File: src/design/cpu_pkg.sv
// architecture types: register codes, access sizes, flag set, register counts
package cpu_pkg;

    // register byte address
    // [7] pointer select, [6] current bank, [5:4] bank, [3:2] register, [1:0] lane
    typedef logic [7:0] reg_code_t;

    localparam int CODE_PTR_BIT = 7;
    localparam int CODE_CUR_BIT = 6;

    typedef enum logic [1:0] {
        BYTE = 2'd0,
        WORD = 2'd1,
        LONG = 2'd2
    } size_t;

    typedef struct packed {
        logic s;  // sign
        logic z;  // zero
        logic h;  // half carry
        logic v;  // overflow or parity
        logic n;  // last op was a subtraction
        logic c;  // carry
    } flags_t;

    // flags as proposed by the ALU, before the rule picks them
    typedef flags_t alu_flags_t;

    localparam int NUM_ACCS = 16;  // four banks of XWA/XBC/XDE/XHL
    localparam int NUM_PTRS = 4;   // XIX, XIY, XIZ, XSP

    localparam logic [1:0] XSP_IDX = 2'd3;

endpackage

File: src/design/uop_pkg.sv
// micro-op encodings: ALU operations, flag rules, command and step structs, APB map
package uop_pkg;

    import cpu_pkg::*;

    typedef enum logic [2:0] {
        OP_LD   = 3'd0,  // copy source
        OP_LDI  = 3'd1,  // load immediate
        OP_ADD  = 3'd2,
        OP_SUB  = 3'd3,
        OP_AND  = 3'd4,
        OP_OR   = 3'd5,
        OP_XOR  = 3'd6,
        OP_BANK = 3'd7   // select register bank from imm
    } alu_op_t;

    typedef enum logic [1:0] {
        CC_KEEP  = 2'd0,  // flags untouched
        CC_ARITH = 2'd1,  // all six from the ALU
        CC_LOGIC = 2'd2,  // s/z from result, h=1, v=parity, n=c=0
        CC_CARRY = 2'd3   // only c
    } cc_rule_t;

    // one command word as written by the host
    typedef struct packed {
        reg_code_t  dst;    // [31:24]
        reg_code_t  src;    // [23:16]
        alu_op_t    op;     // [15:13]
        size_t      size;   // [12:11]
        cc_rule_t   rule;   // [10:9]
        logic       spare;  // [8]
        logic [7:0] imm;    // [7:0]
    } uop_t;

    // sequencer step towards the register file
    typedef struct packed {
        uop_t uop;
        logic lat;  // latch operands
        logic wb;   // write back result and flags
    } step_t;

    localparam logic [11:0] CMD_ADDR  = 12'h000;
    localparam logic [11:0] EXF_ADDR  = 12'h004;
    localparam logic [11:0] STAT_ADDR = 12'h008;
    localparam logic [11:0] DUMP_BASE = 12'h100;  // 256 byte window

endpackage

File: src/design/apb_uop_port.sv
// APB slave: address decode, command latch, lat/wb sequencer, status and dump reads
module apb_uop_port
    import cpu_pkg::*;
    import uop_pkg::*;
(
    input  logic        clk,
    input  logic        rst,
    input  logic        psel,
    input  logic        penable,
    input  logic        pwrite,
    input  logic [11:0] paddr,
    input  logic [31:0] pwdata,
    output logic [31:0] prdata,
    output logic        pready,
    output logic        pslverr,
    output step_t       regs_ctl,
    output logic        exf,
    output reg_code_t   dump_addr,
    input  logic [7:0]  dump_byte,
    input  flags_t      flags,
    input  flags_t      flags_alt,
    input  logic [1:0]  rfp
);

    typedef enum logic [1:0] {
        S_IDLE = 2'd0,
        S_LAT  = 2'd1,
        S_WB   = 2'd2
    } seq_t;

    seq_t state;
    uop_t cmd;
    logic access;
    logic is_cmd;
    logic is_exf;
    logic is_stat;
    logic is_dump;
    logic addr_ok;
    logic take_cmd;

    assign access  = psel && penable && pready;  // completing transfer
    assign is_cmd  = (paddr == CMD_ADDR);
    assign is_exf  = (paddr == EXF_ADDR);
    assign is_stat = (paddr == STAT_ADDR);
    assign is_dump = (paddr[11:8] == DUMP_BASE[11:8]);
    assign addr_ok = pwrite ? (is_cmd || is_exf) : (is_cmd || is_exf || is_stat || is_dump);

    assign pslverr   = access && !addr_ok;
    assign take_cmd  = access && pwrite && is_cmd;
    assign exf       = access && pwrite && is_exf;
    assign dump_addr = paddr[7:0];

    always_comb begin
        regs_ctl.uop = cmd;
        regs_ctl.lat = (state == S_LAT);
        regs_ctl.wb  = (state == S_WB);
    end

    always_comb begin
        prdata = 32'd0;
        if (is_stat)
            prdata = {14'd0, rfp, 2'd0, flags_alt, 2'd0, flags};
        else if (is_dump)
            prdata = {24'd0, dump_byte};
        else if (is_cmd)
            prdata = cmd;  // last command word
    end

    always_ff @(posedge clk) begin
        if (take_cmd)
            cmd <= uop_t'(pwdata);
    end

    // pready drops for the lat and wb cycles
    always_ff @(posedge clk or posedge rst) begin
        if (rst) begin
            state  <= S_IDLE;
            pready <= 1'b1;
        end else begin
            case (state)
                S_IDLE: begin
                    if (take_cmd) begin
                        state  <= S_LAT;
                        pready <= 1'b0;
                    end
                end
                S_LAT: state <= S_WB;
                S_WB: begin
                    state  <= S_IDLE;
                    pready <= 1'b1;  // results visible from here
                end
                default: state <= S_IDLE;
            endcase
        end
    end

    a_ready_idle: assert property (@(posedge clk) disable iff (rst)
        pready |-> (state == S_IDLE));

endmodule

File: src/design/core_alu.sv
// combinational sized ALU with candidate flags
module core_alu
    import cpu_pkg::*;
    import uop_pkg::*;
(
    input  logic [31:0] op0,
    input  logic [31:0] op1,
    input  logic [7:0]  imm,
    input  alu_op_t     op,
    input  size_t       size,
    output logic [31:0] rslt,
    output alu_flags_t  alu_fl
);

    logic [31:0] mask;
    logic [31:0] a;
    logic [31:0] b;
    logic [32:0] wide;   // one extra bit for the long carry
    logic        msb_a;
    logic        msb_b;
    logic        msb_r;
    logic        cout;
    logic        arith;

    always_comb begin
        case (size)
            BYTE:    mask = 32'h0000_00ff;
            WORD:    mask = 32'h0000_ffff;
            default: mask = 32'hffff_ffff;
        endcase
        a = op0 & mask;
        b = op1 & mask;
        case (op)
            OP_LD:   wide = {1'b0, b};
            OP_ADD:  wide = {1'b0, a} + {1'b0, b};
            OP_SUB:  wide = {1'b0, a} - {1'b0, b};  // borrow fills the upper bits
            OP_AND:  wide = {1'b0, a & b};
            OP_OR:   wide = {1'b0, a | b};
            OP_XOR:  wide = {1'b0, a ^ b};
            default: wide = {25'd0, imm};           // LDI and BANK
        endcase
        rslt = wide[31:0] & mask;
        case (size)
            BYTE:    {msb_a, msb_b, msb_r, cout} = {a[7], b[7], rslt[7], wide[8]};
            WORD:    {msb_a, msb_b, msb_r, cout} = {a[15], b[15], rslt[15], wide[16]};
            default: {msb_a, msb_b, msb_r, cout} = {a[31], b[31], rslt[31], wide[32]};
        endcase
        arith = (op == OP_ADD) || (op == OP_SUB);

        alu_fl.s = msb_r;
        alu_fl.z = (rslt == 32'd0);
        alu_fl.h = arith & (a[4] ^ b[4] ^ wide[4]);  // carry/borrow out of bit 3
        if (op == OP_ADD)
            alu_fl.v = (msb_a == msb_b) && (msb_r != msb_a);
        else if (op == OP_SUB)
            alu_fl.v = (msb_a != msb_b) && (msb_r != msb_a);
        else
            alu_fl.v = ~^rslt[7:0];                  // parity for the rest
        alu_fl.n = (op == OP_SUB);
        alu_fl.c = arith & cout;
    end

endmodule

File: src/design/core_regs.sv
// banked register file with operand latches, main and alternate flags, bank pointer and dump port
module core_regs
    import cpu_pkg::*;
    import uop_pkg::*;
(
    input  logic        clk,
    input  logic        rst,
    input  step_t       regs_ctl,
    input  logic        exf,
    input  logic [31:0] rslt,
    input  flags_t      alu_fl,
    output logic [31:0] op0,
    output logic [31:0] op1,
    output flags_t      flags,
    output flags_t      flags_alt,
    output logic [1:0]  rfp,
    input  reg_code_t   dump_addr,
    output logic [7:0]  dump_byte
);

    logic [31:0] accs [NUM_ACCS];
    logic [31:0] ptrs [NUM_PTRS];
    uop_t        uop;
    reg_code_t   dst_abs;
    reg_code_t   src_abs;
    logic [31:0] dst_word;
    logic [31:0] src_word;
    logic [31:0] wr_word;
    logic [31:0] dump_word;
    flags_t      fl_next;

    // current-bank codes take the bank from rfp
    function automatic reg_code_t resolve(input reg_code_t code, input logic [1:0] bank);
        reg_code_t r;
        r = code;
        if (!code[CODE_PTR_BIT] && code[CODE_CUR_BIT])
            r[5:4] = bank;
        r[CODE_CUR_BIT] = 1'b0;
        return r;
    endfunction

    // pick the addressed part of a register and zero extend it
    function automatic logic [31:0] sized_rd(input logic [31:0] word, input size_t size,
                                             input logic [1:0] lane);
        logic [31:0] w;
        w = 32'd0;
        case (size)
            BYTE:    w[7:0]  = word[{lane, 3'b000} +: 8];
            WORD:    w[15:0] = word[{lane[1], 4'b0000} +: 16];
            default: w       = word;
        endcase
        return w;
    endfunction

    assign uop      = regs_ctl.uop;
    assign dst_abs  = resolve(uop.dst, rfp);
    assign src_abs  = resolve(uop.src, rfp);
    assign dst_word = dst_abs[CODE_PTR_BIT] ? ptrs[dst_abs[3:2]] : accs[dst_abs[5:2]];
    assign src_word = src_abs[CODE_PTR_BIT] ? ptrs[src_abs[3:2]] : accs[src_abs[5:2]];

    // bit 6 plays no part in the dump window
    assign dump_word = dump_addr[CODE_PTR_BIT] ? ptrs[dump_addr[3:2]] : accs[dump_addr[5:2]];
    assign dump_byte = dump_word[{dump_addr[1:0], 3'b000} +: 8];

    // merge the sized result into the untouched lanes
    always_comb begin
        wr_word = dst_word;
        case (uop.size)
            BYTE:    wr_word[{dst_abs[1:0], 3'b000} +: 8] = rslt[7:0];
            WORD:    wr_word[{dst_abs[1], 4'b0000} +: 16] = rslt[15:0];
            default: wr_word = rslt;
        endcase
    end

    always_comb begin
        fl_next = flags;
        case (uop.rule)
            CC_ARITH: fl_next = alu_fl;
            CC_LOGIC: begin
                fl_next.s = alu_fl.s;
                fl_next.z = alu_fl.z;
                fl_next.h = 1'b1;
                fl_next.v = ~^rslt[7:0];  // even parity of low byte
                fl_next.n = 1'b0;
                fl_next.c = 1'b0;
            end
            CC_CARRY: fl_next.c = alu_fl.c;
            default: ;
        endcase
    end

    // operand latches follow the lat step
    always_ff @(posedge clk) begin
        if (regs_ctl.lat) begin
            op0 <= sized_rd(dst_word, uop.size, dst_abs[1:0]);
            op1 <= sized_rd(src_word, uop.size, src_abs[1:0]);
        end
    end

    always_ff @(posedge clk or posedge rst) begin
        if (rst) begin
            for (int i = 0; i < NUM_ACCS; i++)
                accs[i] <= 32'd0;
            for (int i = 0; i < NUM_PTRS; i++)
                ptrs[i] <= 32'd0;
            rfp <= 2'd0;
        end else if (regs_ctl.wb) begin
            if (uop.op == OP_BANK)
                rfp <= uop.imm[1:0];  // BANK writes no register
            else if (dst_abs[CODE_PTR_BIT])
                ptrs[dst_abs[3:2]] <= wr_word;
            else
                accs[dst_abs[5:2]] <= wr_word;
        end
    end

    always_ff @(posedge clk or posedge rst) begin
        if (rst) begin
            flags     <= '0;
            flags_alt <= '0;
        end else if (exf) begin
            flags     <= flags_alt;  // EX F,F'
            flags_alt <= flags;
        end else if (regs_ctl.wb) begin
            flags <= fl_next;
        end
    end

    // the port never overlaps the two steps
    a_step_excl: assert property (@(posedge clk) disable iff (rst)
        !(regs_ctl.lat && regs_ctl.wb));

    // word write-back lands on lane 0 or 2 only
    a_word_lane: assert property (@(posedge clk) disable iff (rst)
        (regs_ctl.wb && uop.size == WORD && uop.op != OP_BANK) |-> !uop.dst[0]);

endmodule

File: src/design/exec_unit.sv
// top level: APB command port, banked register file and ALU
module exec_unit
    import cpu_pkg::*;
    import uop_pkg::*;
(
    input  logic        clk,
    input  logic        rst,
    input  logic        psel,
    input  logic        penable,
    input  logic        pwrite,
    input  logic [11:0] paddr,
    input  logic [31:0] pwdata,
    output logic [31:0] prdata,
    output logic        pready,
    output logic        pslverr
);

    step_t       regs_ctl;
    logic        exf;
    reg_code_t   dump_addr;
    logic [7:0]  dump_byte;
    flags_t      flags;
    flags_t      flags_alt;
    logic [1:0]  rfp;
    logic [31:0] op0;
    logic [31:0] op1;
    logic [31:0] rslt;
    alu_flags_t  alu_fl;

    apb_uop_port u_port (
        .clk(clk), .rst(rst), .psel(psel), .penable(penable), .pwrite(pwrite),
        .paddr(paddr), .pwdata(pwdata), .prdata(prdata), .pready(pready),
        .pslverr(pslverr), .regs_ctl(regs_ctl), .exf(exf), .dump_addr(dump_addr),
        .dump_byte(dump_byte), .flags(flags), .flags_alt(flags_alt), .rfp(rfp)
    );

    core_regs u_regs (
        .clk(clk), .rst(rst), .regs_ctl(regs_ctl), .exf(exf), .rslt(rslt),
        .alu_fl(alu_fl), .op0(op0), .op1(op1), .flags(flags), .flags_alt(flags_alt),
        .rfp(rfp), .dump_addr(dump_addr), .dump_byte(dump_byte)
    );

    core_alu u_alu (
        .op0(op0), .op1(op1), .imm(regs_ctl.uop.imm), .op(regs_ctl.uop.op),
        .size(regs_ctl.uop.size), .rslt(rslt), .alu_fl(alu_fl)
    );

endmodule

File: config.mk
export PLATFORM = sky130hd
export DESIGN_NAME = exec_unit
export DESIGN_NICKNAME = d
export VERILOG_FILES = /design/src/design/cpu_pkg.sv /design/src/design/uop_pkg.sv /design/src/design/apb_uop_port.sv /design/src/design/core_alu.sv /design/src/design/core_regs.sv /design/src/design/exec_unit.sv
export SDC_FILE = /design/constraint.sdc
export NUM_CORES = 2
export LEC_CHECK = 0
export BUFFER_PORTS_ARGS = -buffer_cell sky130_fd_sc_hd__buf_2
export CAP_MARGIN = 20
export CELL_PAD_IN_SITES_DETAIL_PLACEMENT = 0
export CELL_PAD_IN_SITES_GLOBAL_PLACEMENT = 1
export CORE_ASPECT_RATIO = 1.4
export CORE_MARGIN = 2
export CORE_UTILIZATION = 35
export DETAILED_ROUTE_END_ITERATION = 12
export GPL_TIMING_DRIVEN = 0
export PLACE_DENSITY = 0.59
export SLEW_MARGIN = 10
export SYNTH_ARGS = -nofsm -noshare
export SYNTH_HDL_FRONTEND = slang
export SYNTH_SLANG_ARGS = --single-unit
File: constraint.sdc
create_clock -name clk -period 19.7 [get_ports clk]
set_input_delay 1.97 -clock clk [delete_from_list [all_inputs] [get_ports clk]]
set_output_delay 1.97 -clock clk [all_outputs]
set_load 0.005 [all_outputs]
* Yosys cells after proc, flatten, opt, wreduce, memory -nomap -nowiden
Index checks and enable logic that the tools add are counted.
** Cells by class
- Add/subtract/negate cells :: 4
- $lt $le $gt $ge :: 8
- Eq/ne operators :: 19
- Shift operators :: 9
- Mux-type cells :: 56
- Bitwise operators :: 18
- Reductions and logical operators :: 37
** Operators with widths (count)
- 32-bit 2-to-1 mux :: 20
- 512-bit bitwise mux :: 1
- 32-bit binary-select mux with 4-bit select :: 3
- 33-bit case mux with 6 select lines :: 1
- 32-bit binary-select mux with 2-bit select :: 3
- 32-bit bitwise AND :: 4
- 128-bit bitwise mux :: 1
- 32-bit demux with 4-bit select :: 1
- 32-bit case mux with 2 select lines :: 2
- 32-bit by 6-bit indexed part select with 8-bit output :: 3
- 32-bit bitwise mux :: 2
- 32-bit demux with 2-bit select :: 1
- 8-bit case mux with 2 select lines :: 4
- 32-bit by 6-bit indexed part select with 16-bit output :: 2
- 32-bit by 32-bit adder with 33-bit output :: 1
- 32-bit by 32-bit subtractor with 33-bit output :: 1
- 32-bit zero test :: 1
- 32-bit OR :: 1
- 16-bit by 7-bit variable shift with 32-bit output (first input constant) :: 1
- 8-bit by 7-bit variable shift with 32-bit output (first input constant) :: 1
- 16-bit by 7-bit indexed part select with 32-bit output :: 1
- 8-bit by 7-bit indexed part select with 32-bit output :: 1
- 32-bit XOR :: 1
- 5-bit greater-or-equal comparator (second input constant) :: 3
- other kinds (37) :: 91
** Word-level totals
- Bits in registers :: 753
- Input bits :: 49
- Output and inout bits :: 34

* Longest topological paths before layout
- Depth in word-level cells :: 14
- Depth in mapped cells :: 23

* Modules after synthesis
From an unflattened synthesis, not the netlist that was laid out.
** Unflattened totals
- Cells, all modules :: 4626
- Area, all modules :: 49941.6 um^2
** Modules (own cells, without submodules)
- core_regs :: instances 1, cells an instance 3654, area an instance 42744.7 um^2, sequential area each 18287.5 um^2
- core_alu :: instances 1, cells an instance 836, area an instance 5522.8 um^2, sequential area each 0.0 um^2
- apb_uop_port :: instances 1, cells an instance 136, area an instance 1674.1 um^2, sequential area each 1037.2 um^2

* Worst setup path before layout
Ideal clock, no wire load.
- Path type :: in2out
- Start point :: in paddr[3]
- End point :: out prdata[2]
- Arrival :: 4.386 ns
- Required time :: 17.730 ns
- Path slack :: 13.344 ns
- Stages :: 8
- Buffers on the path :: 3
- Path through :: buf_2 > clkbuf_1 > buf_1 > mux4_2 > mux4_2 > mux4_2 > mux2i_1 > o22ai_1
** On the way
- Cells in the longest elaborated chain, start to end :: 8
- Elaborated cells on any way between the ends :: 15
- Those cells by class :: eq/ne: 1; shift: 1; mux: 10; bitwise: 2; reduce/logical: 1
** RTL lines
- start, declared :: line exec_unit.sv:11 : input logic [11:0] paddr,
- 4-bit inverter with 5-bit output (implied by the code) or 2-bit inverter with 3-bit output (tied branches) :: line core_regs.sv:62 : assign dump_word = dump_addr[CODE_PTR_BIT] ? ptrs[dump_addr[3:2]] : accs[dump_addr[5:2]];
- 32-bit binary-select mux with 4-bit select or 32-bit binary-select mux with 2-bit select (tied branches) :: line core_regs.sv:62
- 32-bit 2-to-1 mux (implied by the code) (2 in series) :: line core_regs.sv:62
- 32-bit 2-to-1 mux :: line core_regs.sv:62
- 32-bit by 6-bit indexed part select with 8-bit output :: line core_regs.sv:63 : assign dump_byte = dump_word[{dump_addr[1:0], 3'b000} +: 8];
- 32-bit 2-to-1 mux :: line apb_uop_port.sv:63 : else if (is_dump)
- 32-bit 2-to-1 mux (*) :: line apb_uop_port.sv:61 : if (is_stat)
- end, declared :: line exec_unit.sv:13 : output logic [31:0] prdata,
Mark *: on every way between the ends. The rest lies on a longest branch, timed or not. The select of a mux whose other input is x is not followed.

* Worst setup path after layout
- Start point :: reg u_port.cmd, in the netlist u_port.regs_ctl[17]
- End point :: reg u_regs.ptrs[94] (netlist bit)
** On the way
- Cells in the longest elaborated chain, start to end :: 7
- Elaborated cells on any way between the ends :: 17
- Those cells by class :: eq/ne: 6; shift: 2; mux: 5; bitwise: 2; reduce/logical: 2
** RTL lines
- start, declared :: line apb_uop_port.sv:32 : uop_t cmd;
- start signal, assigned :: line apb_uop_port.sv:71 : cmd <= uop_t'(pwdata);
- 3-bit equality test, or another cell as far along :: line core_alu.sv:33 : case (op)
- 33-bit case mux with 6 select lines :: line core_alu.sv:33
- 32-bit bitwise AND :: line core_alu.sv:42 : rslt = wide[31:0] & mask;
- 16-bit by 7-bit indexed part select with 32-bit output or 8-bit by 7-bit indexed part select with 32-bit output (tied branches) :: line core_regs.sv:70, core_regs.sv:69
- 32-bit bitwise mux (on tied branches) :: line core_regs.sv:70, core_regs.sv:69
- 32-bit case mux with 2 select lines :: line core_regs.sv:68 : case (uop.size)
- 128-bit bitwise mux :: line core_regs.sv:111 : ptrs[dst_abs[3:2]] <= wr_word;
- end signal, assigned by index :: line core_regs.sv:111
- end, declared :: line core_regs.sv:22 : logic [31:0] ptrs [NUM_PTRS];
Parallel ways exist; a longest one is shown, timed or not.
A chain may end at the register's enable or synchronous reset.

==> run metrics <==
status=finished clean; syn avg cell area=roughly 10 um2; Via-to-Cell Ratio=approximately 6.5; Reg clk slew, reported paths=about 0.060 ns; largest net degree at the start of global routing=38; Pre-antenna DRT Iters=6; mapped cell area=49170 um2; min Tclk post-route=between 10 and 15 ns; Die Y=around 450 um; count of pins over their slew limit=0; Post-synth EDFFs=96; slowest stage delay, CP=between 1 and 1.5 ns; Max-Cap Viols=0; CP Launch Type=register; Clock Skews=approximately 0.041 ns; Comb pwr share=3.4%; worst hold margin=between 0.5 and 0.6 ns; endpoints failing hold=0; predominant post-synthesis flop cell=dfrtp_1; die width=approximately 320 um; Num CTS Buffers=86; initial antenna violation count=27; Core Area=about 140000 um2; cell taking the most area after synthesis=dfrtp_1; grt total ovfl=0; layout cells sized above 1=between 10% and 20%; sequential power share=a little under half; Fmax=slightly below 100 MHz; H-tree depth=3; share of async-settable or async-resettable flops after synthesis=87.25%; Fillers=13.96k; Detail Placement HPWL=around 210 mm; Setup TNS Final=0 ns; clk sinks=around 750; DRC viols=0; drt initial violations=a little over 5k; Final Net Count=approximately 5.2k; first-pass GRT wire length=about 380 mm; Cells after Synth=just under 5k; Synth top cells by count=nand2_1, o21ai_0, dfrtp_1, mux4_2, clkbuf_1; ranking of synthesized cells by area=dfrtp_1, mux4_2, nand2_1; I/O pin count=just over 80; die area=roughly 140000 um2; fin util=about two fifths; crit-path cells=buf_2, nor2b_1, clkbuf_1, buf_1, nand2_1, clkbuf_1, nor2_1, a21oi_1, fa_1, a211oi_1, o21ai_0, a211oi_1, o41ai_1, a41oi_1, xnor2_1, o22ai_1, a2111oi_2, buf_2, o21ai_1; TritonCTS clock tree=done; CTS Root Buffer Type=clkbuf_16; flops & latches, synth=753; P_int=about 2.6 mW; flop2flop setup slack=slightly below 10 ns; PD cells=slightly above 60 nW/um2; Hold Crit Class=register to register; Antenna Violating Nets Remaining=0; DR vias=44.94k; postcts setup bufs=0; Resized Gates After CTS=0; Rows=162; yosys warns=0; drt total wl=~280 mm; CP max FO=10; All-Layer GR Usage=between 30% and 40%; IR drop worst, VDD=about 0.07 mV; WP data required=around 20 ns; sequential area share after synthesis=39.30%; final clock period utilization by the worst path=51.23%; most numerous cell in the Yosys netlist=nand2_1; worst setup path category=register to register; vias in the first global route=43.86k; switching power total=approximately 860 uW; WL per Instance=around 40 um; Final Power=approximately 3.5 mW; latest clock arrival within the worst-skew pair=roughly 0.77 ns; syn nets=roughly 5k; Slowest-stage cell, CP=a211oi_1; Initial Util=a little over a third; worst-margin pin slew=1.362 ns; Leakage Power=22.65 nW; Area growth, synth to finish=13.80%; cts-stage hold buffer count=0; crit path DAT=between 10 and 15 ns; Worst slew margin=a little over 8%; unrepaired setup endpoints after global routing=no; clock share of power=51.5%; Final Setup Violations=0; CP endpoint kind=register; clk buf depth=3; Synth top area share=around a third; Placer Congestion=between 1 and 1.5; # port buffers=76; synth unique cells=between 80 and 90; Net Sw Frac=about a quarter
==> cell families after synthesis <==
logic type	share of synthesized area (%)
fa+ha+maj	2.738
xor+xnor	0.8727
flops	39.30
buf+inv	4.506
mux	25.43
compound gates	13.95
simple gates	13.20
==> metal layers <==
layer / up-vias / part of all wire, % / track usage (%)
met4: 16 / 12 / 36.79
met5: - / 0.043 / 0
met3: 1033 / 8.5 / 9.031
met2: 2722 / 47 / 62.93
met1: 23020 / 33 / 41.74
li1: 18150 / - / -
==> critical path, delay by kind of cell (launching register included) <==
kind / cells / cell delay (ns)
compound gates: 9 / 4.28
buf+inv: 5 / 2.84
simple gates: 3 / 1.70
fa+ha+maj: 1 / 0.49
flops: 1 / 0.41
xor+xnor: 1 / 0.19
==> sequential cells by signal, indices dropped and copies added (netlist names) <==
signal and cells:
u_regs.accs 512, u_regs.ptrs 128, u_port.regs_ctl 32, u_regs.op0 32
u_regs.op1 32, u_regs.flags 6, u_regs.flags_alt 6, u_port.state 2
u_regs.rfp 2, u_port.pready 1
==> power by group through the flow <==
stage               Clock, mW  Combinational (mW)  Sequential [mW]
finish                   1.80               0.119             1.57
global route             1.85               0.123             1.57
CTS                      1.79               0.118             1.57
detailed placement          0               0.117             1.60
global placement            0               0.103             1.60
floorplan                   0              0.0571             1.60
==> final timing paths <==
check	startpoint	endpoint	cells past startpoint
worst max-delay path	u_port.regs_ctl[17]	u_regs.ptrs[94]	19
worst min-delay path	u_port.pready	u_port.pready	2
worst max register to register	u_port.regs_ctl[17]	u_regs.ptrs[94]	19
worst min register to register	u_port.pready	u_port.pready	2
max in group asynchronous	rst	u_regs.accs[196]	9
min in group asynchronous	rst	u_regs.accs[330]	2
==> area by class of cell <==
type / instances / area (um2) / share of cell area (%)
clock buffer: 112 / 2382 / 4.257
sequential: 753 / 19320 / 34.53
timing repair buffer: 147 / 1400 / 2.502
buffer: 436 / 1914 / 3.421
tap: 1804 / 2257 / 4.033
inverter: 90 / 341.6 / 0.6104
multi-input combinational: 3532 / 27690 / 49.48
antenna: 14 / 35.03 / 0.06260
clock inverter: 47 / 615.6 / 1.100
==> placed cells by master, fill, tap and decap left out, types with 42 or more instances in the layout <==
cell type | synthesis | routed
nand3_1 | 78 | 78
dfrtp_1 | 656 | 656
clkbuf_1 | 310 | 309
o22ai_1 | 42 | 42
and2_1 | 51 | 51
clkbuf_16 | 0 | 88
mux4_2 | 507 | 507
ha_1 | 106 | 106
o21ai_1 | 50 | 68
inv_1 | 88 | 87
nor2_1 | 133 | 133
nand2_1 | 1184 | 1184
o21ai_0 | 785 | 766
a21oi_1 | 117 | 117
edfxtp_1 | 96 | 96
buf_2 | 55 | 147
==> per-stage QoR <==
step / area, um2 / cells / setup slack, ns
detailed placement: 52850 / 6755 / 10.29
CTS: 55850 / 6914 / 10.25
finish: 55960 / 6935 / 9.608
global route: 55930 / 6923 / 9.990
global placement: 51810 / 6691 / 3.770
floorplan: 49180 / 4811 / 8.750
Power figures use the tool's default switching activity.
